**src/logic/dpp_defs.svh**
```systemverilog
`ifndef DPP_DEFS_SVH
`define DPP_DEFS_SVH

// seats around the table, one fork between each pair of neighbours
`define DPP_NUM_PHILO 5

// timer reload values; a phase lasts the reload value plus one cycle
`define DPP_EAT_TIME 2
`define DPP_THINK_TIME 5

// hungry wait counters, saturating
`define DPP_AGE_WIDTH 8

`endif
```
**src/logic/dpp_table_pkg.sv**
```systemverilog
package dpp_table_pkg;

  localparam int FORK_OWNER_W = 2;

  // owner relative to the fork index
  // fork i sits between seat i (left) and seat i+1 (right)
  typedef enum logic [FORK_OWNER_W-1:0] {
    fork_free       = 2'd0,
    fork_left_seat  = 2'd1,  // held by seat i
    fork_right_seat = 2'd2   // held by seat i+1 mod n
  } fork_owner_e;

endpackage

```
**src/logic/dpp_state_pkg.sv**
```systemverilog
package dpp_state_pkg;

  localparam int PHILO_STATE_W = 2;  // bits per seat on the state bus

  // fixed encodings with hungry at zero
  typedef enum logic [PHILO_STATE_W-1:0] {
    hungry   = 2'd0,
    thinking = 2'd1,  // bit 0 high only while thinking
    eating   = 2'd2
  } philo_state_e;

endpackage

```
**src/logic/dpp_table.sv**
```systemverilog
`include "dpp_defs.svh"

// table top: ring of philosophers plus ager, ledger and granter
module dpp_table (
  input  logic                                       clk,
  input  logic                                       reset,
  output logic [`DPP_NUM_PHILO*dpp_state_pkg::PHILO_STATE_W-1:0] philo_state,
  output logic [`DPP_NUM_PHILO-1:0]                  eat_grant,
  output logic [`DPP_NUM_PHILO-1:0]                  fork_busy
);

  localparam int N = `DPP_NUM_PHILO;
  localparam int A = `DPP_AGE_WIDTH;
  localparam int W = dpp_state_pkg::PHILO_STATE_W;

  logic [N*A-1:0] wait_age;  // ager to granter

  // the ring; seat i gets bit i of the grant
  for (genvar i = 0; i < N; i++) begin : g_seat
    philo #(
      .EAT_TIME   (`DPP_EAT_TIME),
      .THINK_TIME (`DPP_THINK_TIME)
    ) u_philo (
      .clk     (clk),
      .reset   (reset),
      .eat_sig (eat_grant[i]),
      .state   (philo_state[i*W +: W])
    );
  end

  // how long each hungry seat has waited
  hunger_ager u_hunger_ager (
    .clk         (clk),
    .reset       (reset),
    .philo_state (philo_state),
    .wait_age    (wait_age)
  );

  // who holds which fork
  fork_ledger u_fork_ledger (
    .clk         (clk),
    .reset       (reset),
    .philo_state (philo_state),
    .eat_grant   (eat_grant),
    .fork_busy   (fork_busy)
  );

  // oldest seat with both forks free gets to eat
  seat_granter u_seat_granter (
    .clk       (clk),
    .reset     (reset),
    .wait_age  (wait_age),
    .fork_busy (fork_busy),
    .eat_grant (eat_grant)
  );

endmodule

```
**src/logic/seat_granter.sv**
```systemverilog
`include "dpp_defs.svh"

// picks the longest-waiting seat whose two forks are free
// one-hot eat pulse, then one quiet cycle so the ledger catches up
module seat_granter (
  input  logic                                     clk,
  input  logic                                     reset,
  input  logic [`DPP_NUM_PHILO*`DPP_AGE_WIDTH-1:0] wait_age,
  input  logic [`DPP_NUM_PHILO-1:0]                fork_busy,
  output logic [`DPP_NUM_PHILO-1:0]                eat_grant
);

  localparam int N = `DPP_NUM_PHILO;
  localparam int A = `DPP_AGE_WIDTH;

  typedef enum logic {
    grant_idle,    // free to grant
    grant_settle   // grant just went out, ledger not updated yet
  } grant_state_e;

  grant_state_e   gstate;
  logic [N-1:0]   eligible;
  logic [N-1:0]   pick;      // one-hot winner
  logic [A-1:0]   best_age;
  logic           found;

  // seat s eats with fork s-1 on its left and fork s on its right
  for (genvar s = 0; s < N; s++) begin : g_elig
    localparam int LEFT_FORK  = (s + N - 1) % N;
    localparam int RIGHT_FORK = s;

    assign eligible[s] = (wait_age[s*A +: A] != '0) &&
                         !fork_busy[LEFT_FORK] &&
                         !fork_busy[RIGHT_FORK];
  end

  // oldest eligible seat wins
  // strict compare so the lowest index keeps a tie
  always_comb begin
    pick     = '0;
    best_age = '0;
    found    = 1'b0;
    for (int s = 0; s < N; s++) begin
      if (eligible[s] && (!found || (wait_age[s*A +: A] > best_age))) begin
        pick     = '0;
        pick[s]  = 1'b1;
        best_age = wait_age[s*A +: A];
        found    = 1'b1;
      end
    end
  end

  always_ff @(posedge clk or posedge reset) begin
    if (reset) begin
      gstate    <= grant_idle;
      eat_grant <= '0;
    end else begin
      case (gstate)
        grant_idle: begin
          if (found) begin
            eat_grant <= pick;          // single-cycle pulse
            gstate    <= grant_settle;
          end else begin
            eat_grant <= '0;
          end
        end
        grant_settle: begin
          // forks of the last winner show busy from the next cycle
          eat_grant <= '0;
          gstate    <= grant_idle;
        end
        default: begin
          eat_grant <= '0;
          gstate    <= grant_idle;
        end
      endcase
    end
  end

endmodule

```
**src/logic/fork_ledger.sv**
```systemverilog
`include "dpp_defs.svh"

// owner table for the forks
// grant claims both forks of a seat, thinking owner gives them back
module fork_ledger (
  input  logic                                       clk,
  input  logic                                       reset,
  input  logic [`DPP_NUM_PHILO*dpp_state_pkg::PHILO_STATE_W-1:0] philo_state,
  input  logic [`DPP_NUM_PHILO-1:0]                  eat_grant,
  output logic [`DPP_NUM_PHILO-1:0]                  fork_busy
);

  localparam int N = `DPP_NUM_PHILO;
  localparam int W = dpp_state_pkg::PHILO_STATE_W;

  // fork f lies between seat f (left) and seat f+1 mod n (right)
  for (genvar f = 0; f < N; f++) begin : g_fork
    localparam int LEFT_SEAT  = f;
    localparam int RIGHT_SEAT = (f + 1) % N;

    dpp_table_pkg::fork_owner_e owner;

    logic left_take;    // seat f was granted, it wants this as its right fork
    logic right_take;   // seat f+1 was granted, this is its left fork
    logic left_done;    // left seat back to thinking
    logic right_done;
    logic release_now;

    assign left_take  = eat_grant[LEFT_SEAT];
    assign right_take = eat_grant[RIGHT_SEAT];

    assign left_done  = (philo_state[LEFT_SEAT*W +: W] == dpp_state_pkg::thinking);
    assign right_done = (philo_state[RIGHT_SEAT*W +: W] == dpp_state_pkg::thinking);

    // release only by whoever actually holds it
    assign release_now =
      ((owner == dpp_table_pkg::fork_left_seat) && left_done) ||
      ((owner == dpp_table_pkg::fork_right_seat) && right_done);

    always_ff @(posedge clk or posedge reset) begin
      if (reset) begin
        owner <= dpp_table_pkg::fork_free;
      end else if (left_take) begin
        owner <= dpp_table_pkg::fork_left_seat;
      end else if (right_take) begin
        owner <= dpp_table_pkg::fork_right_seat;
      end else if (release_now) begin
        owner <= dpp_table_pkg::fork_free;  // visible the cycle after thinking seen
      end
    end

    assign fork_busy[f] = (owner != dpp_table_pkg::fork_free);
  end

endmodule

```
**src/logic/hunger_ager.sv**
```systemverilog
`include "dpp_defs.svh"

// counts how long each seat has been hungry
// age lags the state by one cycle; zero means not hungry
module hunger_ager (
  input  logic                                       clk,
  input  logic                                       reset,
  input  logic [`DPP_NUM_PHILO*dpp_state_pkg::PHILO_STATE_W-1:0] philo_state,
  output logic [`DPP_NUM_PHILO*`DPP_AGE_WIDTH-1:0]   wait_age
);

  localparam int N = `DPP_NUM_PHILO;
  localparam int A = `DPP_AGE_WIDTH;
  localparam int W = dpp_state_pkg::PHILO_STATE_W;

  localparam logic [A-1:0] AGE_MAX = {A{1'b1}};  // saturation point

  for (genvar s = 0; s < N; s++) begin : g_seat
    logic [A-1:0] age_q;
    logic         is_hungry;
    logic         at_max;

    assign is_hungry = (philo_state[s*W +: W] == dpp_state_pkg::hungry);
    assign at_max    = (age_q == AGE_MAX);

    always_ff @(posedge clk or posedge reset) begin
      if (reset) begin
        age_q <= '0;
      end else if (is_hungry) begin
        if (!at_max) begin
          age_q <= age_q + 1'b1;  // first hungry cycle gives 1
        end
      end else begin
        age_q <= '0;  // left hungry, clear
      end
    end

    assign wait_age[s*A +: A] = age_q;
  end

endmodule

```
**src/logic/philo.sv**
```systemverilog
// one philosopher; thinks, gets hungry, eats when told, repeats
module philo #(
  parameter int EAT_TIME   = 2,
  parameter int THINK_TIME = 5
) (
  input  logic                        clk,
  input  logic                        reset,
  input  logic                        eat_sig,  // one-cycle strobe from the granter
  output dpp_state_pkg::philo_state_e state
);

  // timer must hold the larger reload value
  localparam int MAX_TIME = (EAT_TIME > THINK_TIME) ? EAT_TIME : THINK_TIME;
  localparam int TIMER_W  = (MAX_TIME > 0) ? $clog2(MAX_TIME + 1) : 1;

  logic [TIMER_W-1:0] timer;  // counts down to zero, then the phase ends
  logic               expired;

  assign expired = (timer == '0);

  always_ff @(posedge clk or posedge reset) begin
    if (reset) begin
      timer <= TIMER_W'(THINK_TIME);
      state <= dpp_state_pkg::thinking;
    end else begin
      case (state)
        dpp_state_pkg::thinking: begin
          if (expired) begin
            state <= dpp_state_pkg::hungry;  // timer parks at zero
          end else begin
            timer <= timer - 1'b1;
          end
        end
        dpp_state_pkg::hungry: begin
          // wait here as long as it takes
          if (eat_sig) begin
            timer <= TIMER_W'(EAT_TIME);
            state <= dpp_state_pkg::eating;
          end
        end
        dpp_state_pkg::eating: begin
          if (expired) begin
            timer <= TIMER_W'(THINK_TIME);  // reload for next thinking phase
            state <= dpp_state_pkg::thinking;
          end else begin
            timer <= timer - 1'b1;
          end
        end
        default: begin
          // unused code 3, recover to a clean thinking phase
          timer <= TIMER_W'(THINK_TIME);
          state <= dpp_state_pkg::thinking;
        end
      endcase
    end
  end

endmodule

```
**config.mk**
```make
export PLATFORM = sky130hd
export DESIGN_NAME = dpp_table
export DESIGN_NICKNAME = d
export VERILOG_FILES = /design/src/logic/dpp_table_pkg.sv /design/src/logic/dpp_state_pkg.sv /design/src/logic/dpp_table.sv /design/src/logic/seat_granter.sv /design/src/logic/fork_ledger.sv /design/src/logic/hunger_ager.sv /design/src/logic/philo.sv
export VERILOG_INCLUDE_DIRS = /design/src /design/src/logic
export SDC_FILE = /design/constraint.sdc
export NUM_CORES = 1
export LEC_CHECK = 0
export ABC_AREA = 1
export BUFFER_PORTS_ARGS = -buffer_cell sky130_fd_sc_hd__buf_4
export CORE_ASPECT_RATIO = 0.9
export CORE_MARGIN = 2
export CORE_UTILIZATION = 45
export CTS_CLUSTER_DIAMETER = 60
export CTS_CLUSTER_SIZE = 20
export DETAILED_ROUTE_END_ITERATION = 7
export PLACE_DENSITY = 0.7
export SYNTH_ARGS = -nofsm -noshare
export SYNTH_HDL_FRONTEND = slang
export SYNTH_HIERARCHICAL = 1
export SYNTH_SLANG_ARGS = --single-unit
```
**constraint.sdc**
```tcl
create_clock -name clk -period 9.2 [get_ports clk]
set_input_delay 1.38 -clock clk [delete_from_list [all_inputs] [get_ports clk]]
set_output_delay 1.38 -clock clk [all_outputs]
set_load 0.01 [all_outputs]
```
# Word level (Yosys, flattened, before mapping)
# Index checks and enable logic that the tools add are counted.
# Widths: inputs -> output; s select.
[totals]
reg_bits = 81
input_bits = 2
elab_cells = 247
[classes]
n_addsub = 10
order_cmp = 4
n_eq_ne = 50
n_mux = 83
bitwise = 1
reduce_logical = 77
[ops]
columns = ["op", "count"]
rows = [
  ["$mux 8", 14],
  ["$mux 2", 30],
  ["$mux 3", 15],
  ["$pmux 3 s3", 5],
  ["$add 8x1->8 const B", 5],
  ["$eq 8x8->1 const B", 5],
  ["$reduce_bool 8->1", 5],
  ["$gt 8x8->1", 4],
  ["$ne 2x2->1 const B", 15],
  ["$pmux 2 s3", 5],
  ["$mux 5", 5],
  ["$logic_and 1x1->1", 24],
  ["$eq 2x1->1 const B", 10],
  ["$eq 2x2->1 const B", 10],
  ["$ne 2x1->1 const B", 10],
  ["$logic_not 3->1", 5],
  ["$reduce_and 3->1", 5],
  ["$reduce_bool 3->1", 5],
  ["$sub 3x1->3 const B", 5],
  ["$logic_not 2->1", 5],
  ["$pmux 5 s2", 1],
  ["$reduce_and 2->1", 5],
  ["$reduce_bool 2->1", 5],
  ["$logic_not 1->1", 9],
  ["4 further kinds", 18],
]

# Depth between registers and ports, before layout
# Gate-level depths: netlist of the first run.
[depth]
ltp_word = 23
depth_mapped = 55

# Hierarchy
# Netlist of the first run, hierarchy kept.
[modules_own_cells]
columns = ["mod", "instances", "cells_per_inst", "area_per_inst_um2"]
rows = [
  ["hunger_ager", 1, 301, 2294.7],
  ["philo", 5, 49, 352.8],
  ["seat_granter", 1, 278, 1672.9],
  ["fork_ledger", 1, 66, 541.8],
]

# Least setup slack after synthesis of the first run
# Ideal clock, no wire load.
[synth_timing]
path_kind = "reg2reg"
startpoint = "register u_fork_ledger.g_fork[4].owner[1]"
endpoint = "register u_seat_granter.eat_grant[2]"
setup_time_ps = 116
t_arrival_ps = 5127
slack_ps = 3957
path_stages_with_launch = 53
n_path_buf = 1
period_less_slack_ps = 5243
cell_sequence = "dfrtp_1 -> inv_1 -> nand2_1 -> nor2_1 -> o21ai_2 -> inv_2 -> nand2_1 -> ha_1 -> nand2_1 -> nor2_1 -> nand2_1 -> nand2_1 -> nand2_1 -> nand2_4 -> nand2_4 -> nand2_1 -> nand2_1 -> ha_1 -> [... 17 more ...] -> nand2_1 -> nand2_2 -> nand2_4 -> buf_6 -> nand3_2 -> nand2_1 -> ha_1 -> inv_1 -> nor2_1 -> nor2_1 -> o21ai_0 -> nand2_1 -> nand3_1 -> nand2_1 -> nand2_1 -> nand2_1 -> nand2_1 -> nor2_1"
[synth_between]
elab_chain_len = 23
[synth_rtl]
columns = ["element", "line", "source"]
rows = [
  ["start, declared", "fork_ledger.sv:21", "dpp_table_pkg::fork_owner_e owner;"],
  ["start signal, assigned", "fork_ledger.sv:42", "owner <= dpp_table_pkg::fork_free;"],
  ["start signal, assigned", "fork_ledger.sv:44", "owner <= dpp_table_pkg::fork_left_seat;"],
  ["start signal, assigned", "fork_ledger.sv:46", "owner <= dpp_table_pkg::fork_right_seat;"],
  ["$reduce_bool 2->1 (*)", "fork_ledger.sv:52", "assign fork_busy[f] = (owner != dpp_table_pkg::fork_free);"],
  ["named net fork_busy[4]", "dpp_table.sv:9", "output logic [`DPP_NUM_PHILO-1:0] fork_busy"],
  ["$logic_not 1->1 (*)", "seat_granter.sv:33, seat_granter.sv:34", ""],
  ["$logic_and 1x1->1", "seat_granter.sv:32", "assign eligible[s] = (wait_age[s*A +: A] != '0) &&"],
  ["$logic_and 1x1->1", "seat_granter.sv:33", "!fork_busy[LEFT_FORK] &&"],
  ["$mux 8 / $mux 1 (equally long branches)", "seat_granter.sv:44", "if (eligible[s] && (!found || (wait_age[s*A +: A] > best_age))) begin"],
  ["$gt 8x8->1 / $logic_not 1->1 (equally long branches)", "seat_granter.sv:44", ""],
  ["$logic_or 1x1->1", "seat_granter.sv:44", ""],
  ["[... 8 more ...]", "n/a", ""],
  ["$logic_and 1x1->1", "seat_granter.sv:44", ""],
  ["$mux 8 / $mux 1 (equally long branches)", "seat_granter.sv:44", ""],
  ["$gt 8x8->1 / $logic_not 1->1 (equally long branches)", "seat_granter.sv:44", ""],
  ["$logic_or 1x1->1", "seat_granter.sv:44", ""],
  ["$logic_and 1x1->1", "seat_granter.sv:44", ""],
  ["$mux 5 / $mux 1 (equally long branches)", "seat_granter.sv:44", ""],
  ["$mux 5 (*)", "seat_granter.sv:60", "if (found) begin"],
  ["$pmux 5 s2 (*)", "seat_granter.sv:58", "case (gstate)"],
  ["end signal, assigned", "seat_granter.sv:61", "eat_grant <= pick;"],
  ["end, declared", "seat_granter.sv:10", "output logic [`DPP_NUM_PHILO-1:0] eat_grant"],
]
# Mark *: on every way through the listed nets, which the timed path passes. The rest lies on a longest branch.
# A chain may end at the register's enable or synchronous reset.

# Worst setup path in the final report of the first run
[layout_timing]
startpoint = "register u_fork_ledger.g_fork[0].owner[0]"
endpoint = "register u_seat_granter.eat_grant[2]"
[layout_between]
elab_chain_len = 22
[layout_rtl]
columns = ["element", "line"]
rows = [
  ["start, declared", "fork_ledger.sv:21"],
  ["start signal, assigned", "fork_ledger.sv:42"],
  ["start signal, assigned", "fork_ledger.sv:44"],
  ["start signal, assigned", "fork_ledger.sv:46"],
  ["$reduce_bool 2->1 (*)", "fork_ledger.sv:52"],
  ["$logic_not 1->1 (*)", "seat_granter.sv:33, seat_granter.sv:34"],
  ["$logic_and 1x1->1", "seat_granter.sv:33"],
  ["$mux 8 / $mux 1 (equally long branches)", "seat_granter.sv:44"],
  ["$gt 8x8->1 / $logic_not 1->1 (equally long branches)", "seat_granter.sv:44"],
  ["$logic_or 1x1->1", "seat_granter.sv:44"],
  ["$logic_and 1x1->1", "seat_granter.sv:44"],
  ["$mux 8 / $mux 1 (equally long branches)", "seat_granter.sv:44"],
  ["[... 6 more ...]", "n/a"],
  ["$logic_and 1x1->1", "seat_granter.sv:44"],
  ["$mux 8 / $mux 1 (equally long branches)", "seat_granter.sv:44"],
  ["$gt 8x8->1 / $logic_not 1->1 (equally long branches)", "seat_granter.sv:44"],
  ["$logic_or 1x1->1", "seat_granter.sv:44"],
  ["$logic_and 1x1->1", "seat_granter.sv:44"],
  ["$mux 5 / $mux 1 (equally long branches)", "seat_granter.sv:44"],
  ["$mux 5 (*)", "seat_granter.sv:60"],
  ["$pmux 5 s2 (*)", "seat_granter.sv:58"],
]
# Every way passes the cells marked *; elsewhere a longest branch is shown, timed or not.

==> impl_summary.txt, run 1 <==
----------------------------------------------------
[STA]
  Setup repair after global routing missed its margin ... no
  Endpoints failing hold ... 0
  Actual transition at the worst max-transition pin ... 0.9782 ns
  Max transition margin ... 0.3454
  Clock Skew ... 0.007906 ns
  Final-report max-slew violation count ... 0
  Achievable clock frequency ... about 160 MHz
  Final setup slack of the worst path ... 3.128 ns
  Post-layout minimum cycle time ... about 6.1 ns
  Portion of the clock cycle consumed by the worst path in the final layout ... 0.6600
  Total of endpoints with negative setup slack in the final report ... 0
  Worst hold slack ... ~0.46 ns
  Setup TNS ... 0 ns

[Clocking]
  Buffer levels on the longest clock path ... 2
  Post-cts resize count ... 0
  TritonCTS clock tree ... yes
  Number of CTS-inserted buffers ... 9
  Clock transition at the register clock pins on the worst setup and hold paths after CTS ... 0.06 ns
  Clk Latency, worst-skew pair ... between 0.3 and 0.4 ns
  Setup fix buffers added after clock tree synthesis ... 0
  Clock H-tree levels ... 3
  Sinks on Clock Net ... 81
  Root buffer selected by CTS ... sky130_fd_sc_hd__clkbuf_16
  Cts-stage hold buffer count ... 0

[GRT]
  Wire length of the first global-routing pass ... approximately 24000 um
  Number of global-route vias before repair ... approximately 5100
  Largest net degree at the start of global routing ... 41
  Met2 track demand over resource ... 0.3252
  M1 GR Usage ... 0.2769
  GRT Resource Usage Total ... 0.2008
  Antenna violations before repair ... 0
  Sum of overflow across all layers after global routing ... 0
  GR peak layer ... met2
  Met3 Resource Use GR ... 0.03924

[Setup path]
  Critical path peak fanout ... 13
  Buf/Inv on CP ... 6
  Critical path required time ... 9.44 ns
  Reg-to-reg slack, setup ... 3.13 ns
  R2R cell count ... 54
  Launch instance of the worst register-to-register path ... u_fork_ledger/g_fork[0].owner[0]
  Critical register-to-register path endpoint ... u_seat_granter/eat_grant[2]
  Worst setup EP type ... register
  Crit path largest cell delay ... 0.38 ns
  Kind of start point of the critical path ... register
  CP Class ... register to register
  Family of cells with the greatest summed delay on the critical path ... simple AND/OR/NAND/NOR gates
  Arrival time worst endpoint ... ~6.3 ns
  Slowest library cell on the worst path ... sky130_fd_sc_hd__dfrtp_1
  Cell seen most often among critical-path stages ... sky130_fd_sc_hd__nand2_1

[Routing]
  Number of vias after detailed routing ... 5612
  Initial DRT Pass Iterations ... 5
  Count of routing violations after the opening detailed-route iteration ... 422
  Drt drc ... 0
  Wirelength per Cell ... 12.75 um
  Average vias per placed instance ... 5.149
  Antenna-violating nets left ... 0
  Overall routed net length ... 13900 um

[Cells and area]
  Ant diodes ... 0
  Synthesis-to-finish area growth ... 9.892%
  Final nets ... slightly below 1000
  Share of post-route cells with drive strength above 1 ... 0.1670

[Run status]
  Status ... completed

[Hold path]
  Hold path endpoint ... u_seat_granter/eat_grant[1]
  Hold Crit Depth ... 1
  HP Start ... u_seat_granter/gstate
  Type of the worst min-delay path ... register to register

[Logic synthesis]
  Syn Std Cell Area ... 6274 um^2
  Per-instance average area after synthesis ... 7.049 um^2
  Cells after synthesis ... 890
  Flip-flop cell with the highest count after synthesis ... sky130_fd_sc_hd__dfrtp_1
  Post-synth EDFFs ... 0
  Total of flip-flops plus latches after synthesis ... 81
  Synth Net Count ... 944
  Fraction of the yosys area taken by sequential cells ... 0.3261
  Warning count from the yosys run ... 6
  Distinct cell type count after synthesis ... 32
  Share of synthesized registers carrying an async set or reset ... 1.000

[Place]
  Place WS ... ~3.2 ns
  PortBufs ... 21
  Last weighted congestion value of the routability-driven placer ... about 0.9
  HPWL reported at the end of detailed placement ... 10690 um

[Power and ir drop]
  Leakage ... 3.712 nW
  Power per cell area ... 102.2 nW/um^2
  Design Power ... 0.7045 mW
  Maximum ir drop on the vdd rail ... 0.00008394 V

[Floorplanning]
  FP Rows ... 40
  Top-level I/O count ... 22
  Floorplan Core Area ... 13460 um^2
  Die width ... 128.5 um
  Initial Utilization ... 0.4660
  Overall die area ... 14900 um^2
  Die H ... 116.0 um

[Job]
  Max-cap violation count ... 0

----------------------------------------------------
where the power goes:
part           internal, mW  switching (mW)  leakage [nW]
registers             0.357               0          1.05
logic              0.000815         0.00766          2.53
clock network         0.191           0.148         0.132
metal layers:
| metal | wire [um] | share of wire |
|---|---|---|
| met3 | 578 | 0.042 |
| met5 | 0 | 0 |
| met1 | 7011 | 0.50 |
| met2 | 6135 | 0.44 |
| met4 | 175 | 0.013 |
cell families after synthesis:
| family | synth area share |
|---|---|
| DFF | 0.3261 |
| and+or+nand+nor | 0.4238 |
| adders and majority gates | 0.1037 |
| AOI/OAI and AO/OA | 0.06003 |
| buffers and inverters | 0.08636 |
placed cells by master (no fill, tap or decap), types with 3 or more instances in the layout:
cell type and instances:
sky130_fd_sc_hd__nand2_1 295, sky130_fd_sc_hd__inv_1 116, sky130_fd_sc_hd__nand3_1 93, sky130_fd_sc_hd__dfrtp_1 66, sky130_fd_sc_hd__nor2_1 61, sky130_fd_sc_hd__ha_1 52
sky130_fd_sc_hd__nand4_1 23, sky130_fd_sc_hd__nand2_2 22, sky130_fd_sc_hd__buf_4 22, sky130_fd_sc_hd__nand3_2 22, sky130_fd_sc_hd__inv_2 18, sky130_fd_sc_hd__a21oi_1 15
sky130_fd_sc_hd__dfstp_2 15, sky130_fd_sc_hd__o21ai_1 11, sky130_fd_sc_hd__a21oi_2 10, sky130_fd_sc_hd__clkbuf_16 9, sky130_fd_sc_hd__o21ai_0 9, sky130_fd_sc_hd__nand2_4 8
sky130_fd_sc_hd__and2_1 8, sky130_fd_sc_hd__nor2_4 7, sky130_fd_sc_hd__o21ai_2 6, sky130_fd_sc_hd__nand3b_1 5, sky130_fd_sc_hd__or2_2 5, sky130_fd_sc_hd__nor3_1 5
sky130_fd_sc_hd__o21bai_1 4, sky130_fd_sc_hd__clkinv_4 3
sequential cells by signal, indices dropped and copies added (netlist names):
name	flops
u_hunger_ager/g_seat.age_q	40
g_seat.u_philo/timer	15
g_seat.u_philo/state	10
u_fork_ledger/g_fork.owner	10
u_seat_granter/eat_grant	5
u_seat_granter/gstate	1
worst max path at each step:
stage                                           from                     endpoint  depth (start not counted)
detailed placement  u_fork_ledger/g_fork[0].owner[0]  u_seat_granter/eat_grant[2]                         54
floorplan           u_fork_ledger/g_fork[4].owner[1]  u_seat_granter/eat_grant[2]                         52
finish              u_fork_ledger/g_fork[0].owner[0]  u_seat_granter/eat_grant[2]                         54
global placement    u_fork_ledger/g_fork[4].owner[0]  u_seat_granter/eat_grant[2]                         54
global route        u_fork_ledger/g_fork[0].owner[0]  u_seat_granter/eat_grant[2]                         54
CTS                 u_fork_ledger/g_fork[0].owner[0]  u_seat_granter/eat_grant[2]                         54
synth_stat cells, types with 10 or more instances:
cell                      instances  area, um^2
sky130_fd_sc_hd__nand2_1        295        1107
sky130_fd_sc_hd__inv_1          116       435.4
sky130_fd_sc_hd__nand3_1         93       465.5
sky130_fd_sc_hd__dfrtp_1         66        1652
sky130_fd_sc_hd__nor2_1          61       229.0
sky130_fd_sc_hd__ha_1            52       650.6
sky130_fd_sc_hd__nand4_1         23       143.9
sky130_fd_sc_hd__nand2_2         22       137.6
sky130_fd_sc_hd__nand3_2         22       220.2
sky130_fd_sc_hd__inv_2           18       67.56
sky130_fd_sc_hd__a21oi_1         15       75.07
sky130_fd_sc_hd__dfstp_2         15       394.1
sky130_fd_sc_hd__o21ai_1         11       55.05
sky130_fd_sc_hd__a21oi_2         10       87.58
area by class of cell:
type,instances,area (um^2)
clock buffer,11,242.7
clock inverter,5,41.29
fill,1298,6569
inverter,134,503.0
multi-input combinational,669,3686
sequential,81,2046
tap,168,210.2
timing repair buffer,22,165.2
stage by stage:
step / instance area (um^2) / utilization / instances
4_1_cts: 6894 / 0.5121 / 1090
5_1_grt: 6894 / 0.5121 / 1090
2_1_floorplan: 6274 / - / 890
3_3_place_gp: 6610 / 0.4910 / 1074
6_report: 6894 / 0.5121 / 1090
3_5_place_dp: 6610 / 0.4910 / 1074
No activity file was read; power rests on OpenSTA's default activity.
==> run 2: changes to the inputs <==
clock period = 5.9 ns   (was 9.2 ns; I/O delays follow)
==> impl_summary.txt, run 2 (synthesis gave the netlist of run 1 again) <==
----------------------------------------------------
[Routing]
  Count of routing violations after the opening detailed-route iteration ... 454 (+7.6%)
  Initial DRT Pass Iterations ... 6 (+1)
  Antenna-violating nets left ... 0 (unchanged)
  Wirelength per Cell ... 14.68 um (+15%)
  Number of vias after detailed routing ... 6013 (+7.1%)
  Average vias per placed instance ... 5.335 (+3.6%)
  Drt drc ... 0 (unchanged)
  Overall routed net length ... 16540 um (+19%)

[GRT]
  GR peak layer ... met2
  Number of global-route vias before repair ... 5303 (+3.6%)
  Largest net degree at the start of global routing ... 23 (-44%)
  Antenna violations before repair ... 0 (unchanged)
  GRT Resource Usage Total ... 0.2025 (+0.001664)
  Sum of overflow across all layers after global routing ... 0 (unchanged)
  Met3 Resource Use GR ... 0.03693 (-0.002308)
  Met2 track demand over resource ... 0.3223 (-0.002837)
  M1 GR Usage ... 0.2780 (+0.001083)
  Wire length of the first global-routing pass ... 24340 um (+1.6%)

[Cells and area]
  Max reg flops ... 40 (unchanged)
  Reg area ... 2049 um^2 (+0.18%)
  Final nets ... 1008 (+3.8%)
  Largest registers ... u_hunger_ager/g_seat.age_q: 40 flops, g_seat.u_philo/timer: 15 flops
  Cell area after layout ... 7909 um^2 (+15%)
  Ant diodes ... 0 (unchanged)
  Total of fill cells in the finished design ... 1161 (-11%)
  Highest-count cells in the layout ignoring fill and taps ... sky130_fd_sc_hd__nand2_1 (250), sky130_fd_sc_hd__inv_1 (112), sky130_fd_sc_hd__nand3_1 (81), sky130_fd_sc_hd__dfrtp_1 (63), sky130_fd_sc_hd__nand2_2 (54)
  Most flop-heavy register ... u_hunger_ager/g_seat.age_q
  Synthesis-to-finish area growth ... 26.07%
  Most common cell after layout, fill and taps aside ... sky130_fd_sc_hd__nand2_1
  Share of post-route cells with drive strength above 1 ... 0.3191 (+0.1521)
  Area of the multi-input gates ... 4372 um^2 (+19%)
  Core Util, Final ... 0.5875 (+0.07537)

[Clocking]
  Sinks on Clock Net ... 81 (unchanged)
  Number of CTS-inserted buffers ... 9 (unchanged)
  Clock H-tree levels ... 3 (unchanged)
  Root buffer selected by CTS ... sky130_fd_sc_hd__clkbuf_16
  Buffer levels on the longest clock path ... 2 (unchanged)
  Clk Latency, worst-skew pair ... 0.35 ns (about the same)
  TritonCTS clock tree ... yes
  Clock transition at the register clock pins on the worst setup and hold paths after CTS ... 0.07 ns (about the same)
  Cts-stage hold buffer count ... 0 (unchanged)

[Power and ir drop]
  Psw ... 0.2587 mW (+66%)
  Maximum ir drop on the vdd rail ... 0.0001286 V (+53%)
  Leakage ... 3.984 nW (+7.3%)
  Internal cell power ... 0.8891 mW (+62%)
  Comb pwr share ... 0.012 (about the same)
  Power per cell area ... 145.1 nW/um^2 (+42%)
  Proportion of power drawn by flip-flops and latches ... 0.484 (-0.022)
  Switching part of the total ... 0.2254 (+0.004391)
  Share of total power in the clock network ... 0.504 (+0.022)
  Design Power ... 1.148 mW (+63%)

[Hold path]
  Type of the worst min-delay path ... register to register
  Hold path endpoint ... u_seat_granter/eat_grant[4]
  Hold Crit Depth ... 1 (unchanged)
  HP Start ... u_seat_granter/gstate

[Setup path]
  Slowest library cell on the worst path ... sky130_fd_sc_hd__dfrtp_1
  Worst setup EP type ... register
  Crit path largest cell delay ... 0.42 ns (+0.04 ns)
  Kind of start point of the critical path ... register
  Launch instance of the worst register-to-register path ... u_hunger_ager/g_seat[0].age_q[1]
  Critical register-to-register path endpoint ... u_seat_granter/eat_grant[1]
  Reg-to-reg slack, setup ... 0.006 ns (-3.12 ns)
  Buf/Inv on CP ... 4 (-2)
  Arrival time worst endpoint ... 6.14 ns (-0.17 ns)
  Critical path required time ... 6.14 ns (-3.30 ns)
  Family of cells with the greatest summed delay on the critical path ... simple AND/OR/NAND/NOR gates
  CP Class ... register to register
  R2R cell count ... 47 (-13%)
  Critical path peak fanout ... 8 (-5)
  Cell seen most often among critical-path stages ... sky130_fd_sc_hd__nand2_1

[Floorplanning]
  Initial Utilization ... 0.4660 (unchanged)
  Die width ... 128.5 um (unchanged)
  Top-level I/O count ... 22 (unchanged)
  Die H ... 116.0 um (unchanged)
  FP Rows ... 40 (unchanged)
  Floorplan Core Area ... 13460 um^2 (unchanged)
  Overall die area ... 14900 um^2 (unchanged)

[STA]
  Post-layout minimum cycle time ... 5.894 ns (-0.1784 ns)
  Final setup slack of the worst path ... 0.006334 ns (-3.122 ns)
  Endpoints failing hold ... 0 (unchanged)
  Portion of the clock cycle consumed by the worst path in the final layout ... 0.9989 (+0.3389)
  Total of endpoints with negative setup slack in the final report ... 0 (unchanged)
  Achievable clock frequency ... 169.7 MHz (+3.0%)
  Actual transition at the worst max-transition pin ... 0.9359 ns (-0.04231 ns)
  Max transition margin ... 0.3737 (+0.02831)
  Final-report max-slew violation count ... 0 (unchanged)
  Clock Skew ... 0.009086 ns (+0.001180 ns)
  Setup repair after global routing missed its margin ... yes

[Place]
  Last weighted congestion value of the routability-driven placer ... 0.8924 (-1.1%)
  Standard cell area after detailed placement ... 6655 um^2 (+0.68%)
  PortBufs ... 21 (unchanged)
  HPWL reported at the end of detailed placement ... 10610 um (-0.81%)
  Place WS ... 0.01469 ns (-3.216 ns)

[Job]
  Max-cap violation count ... 0 (unchanged)

[Run status]
  Status ... completed

----------------------------------------------------
[run 2: timing repair]
item,4_1_cts,5_1_grt
setup endpoints to repair,4,5
gates cloned,0,4
pin swaps,0,51
gates resized for setup,1,157
buffers inserted,0,27
[run 2: final cells by class]
| cell class | count | area share |
|---|---|---|
| multi-input combinational | 671 | 0.5528 |
| tap | 168 | 0.02658 |
| inverter | 134 | 0.06581 |
| timing repair inverter | 2 | 0.001740 |
| timing repair buffer | 55 | 0.05553 |
| clock inverter | 7 | 0.009967 |
| sequential | 81 | 0.2591 |
| clock buffer | 9 | 0.02848 |
[run 2: worst max path at each step]
stage | depth (start not counted) | start | endpoint
after CTS | 52 | u_fork_ledger/g_fork[0].owner[0] | u_seat_granter/eat_grant[2]
final | 47 | u_hunger_ager/g_seat[0].age_q[1] | u_seat_granter/eat_grant[1]
after global placement | 54 | u_fork_ledger/g_fork[0].owner[0] | u_seat_granter/eat_grant[2]
after global routing | 47 | u_hunger_ager/g_seat[0].age_q[1] | u_seat_granter/eat_grant[1]
after detailed placement | 52 | u_fork_ledger/g_fork[0].owner[0] | u_seat_granter/eat_grant[2]
after floorplan | 52 | u_fork_ledger/g_fork[4].owner[1] | u_seat_granter/eat_grant[2]
[run 2: per-stage QoR]
| step | setup TNS (ns) | cells | hold WS (ns) |
|---|---|---|---|
| after floorplan | 0 | 890 | 0.4224 |
| after global placement | 0 | 1080 | 0.4455 |
| after detailed placement | 0 | 1080 | 0.4444 |
| after CTS | 0 | 1096 | 0.4534 |
| after global routing | -1.413 | 1127 | 0.4832 |
| final | 0 | 1127 | 0.4716 |
[run 2: worst register-to-register path: cells and delay by family (launching register included)]
kind,cells,cell delay [ns]
AO/OA/AOI/OAI,3,0.48
buffers and inverters,4,0.59
adder cells (fa/ha/maj),4,0.90
AND/OR/NAND/NOR,36,3.39
flip-flops,1,0.42
[run 2: per-layer routing]
| layer | vias to the layer above | part of all wire |
|---|---|---|
| met4 | 0 | 0.028 |
| met3 | 42 | 0.048 |
| met1 | 2811 | 0.45 |
| met2 | 184 | 0.47 |
| li1 | 2976 | - |
| met5 | - | 0 |
[run 2: power groups by stage]
stage	registers [mW]	logic, mW	clock network (mW)
floorplan	0.566	0.00844	0
global placement	0.566	0.0142	0
detailed placement	0.566	0.0147	0
CTS	0.556	0.0147	0.596
global route	0.555	0.0160	0.616
finish	0.556	0.0133	0.579
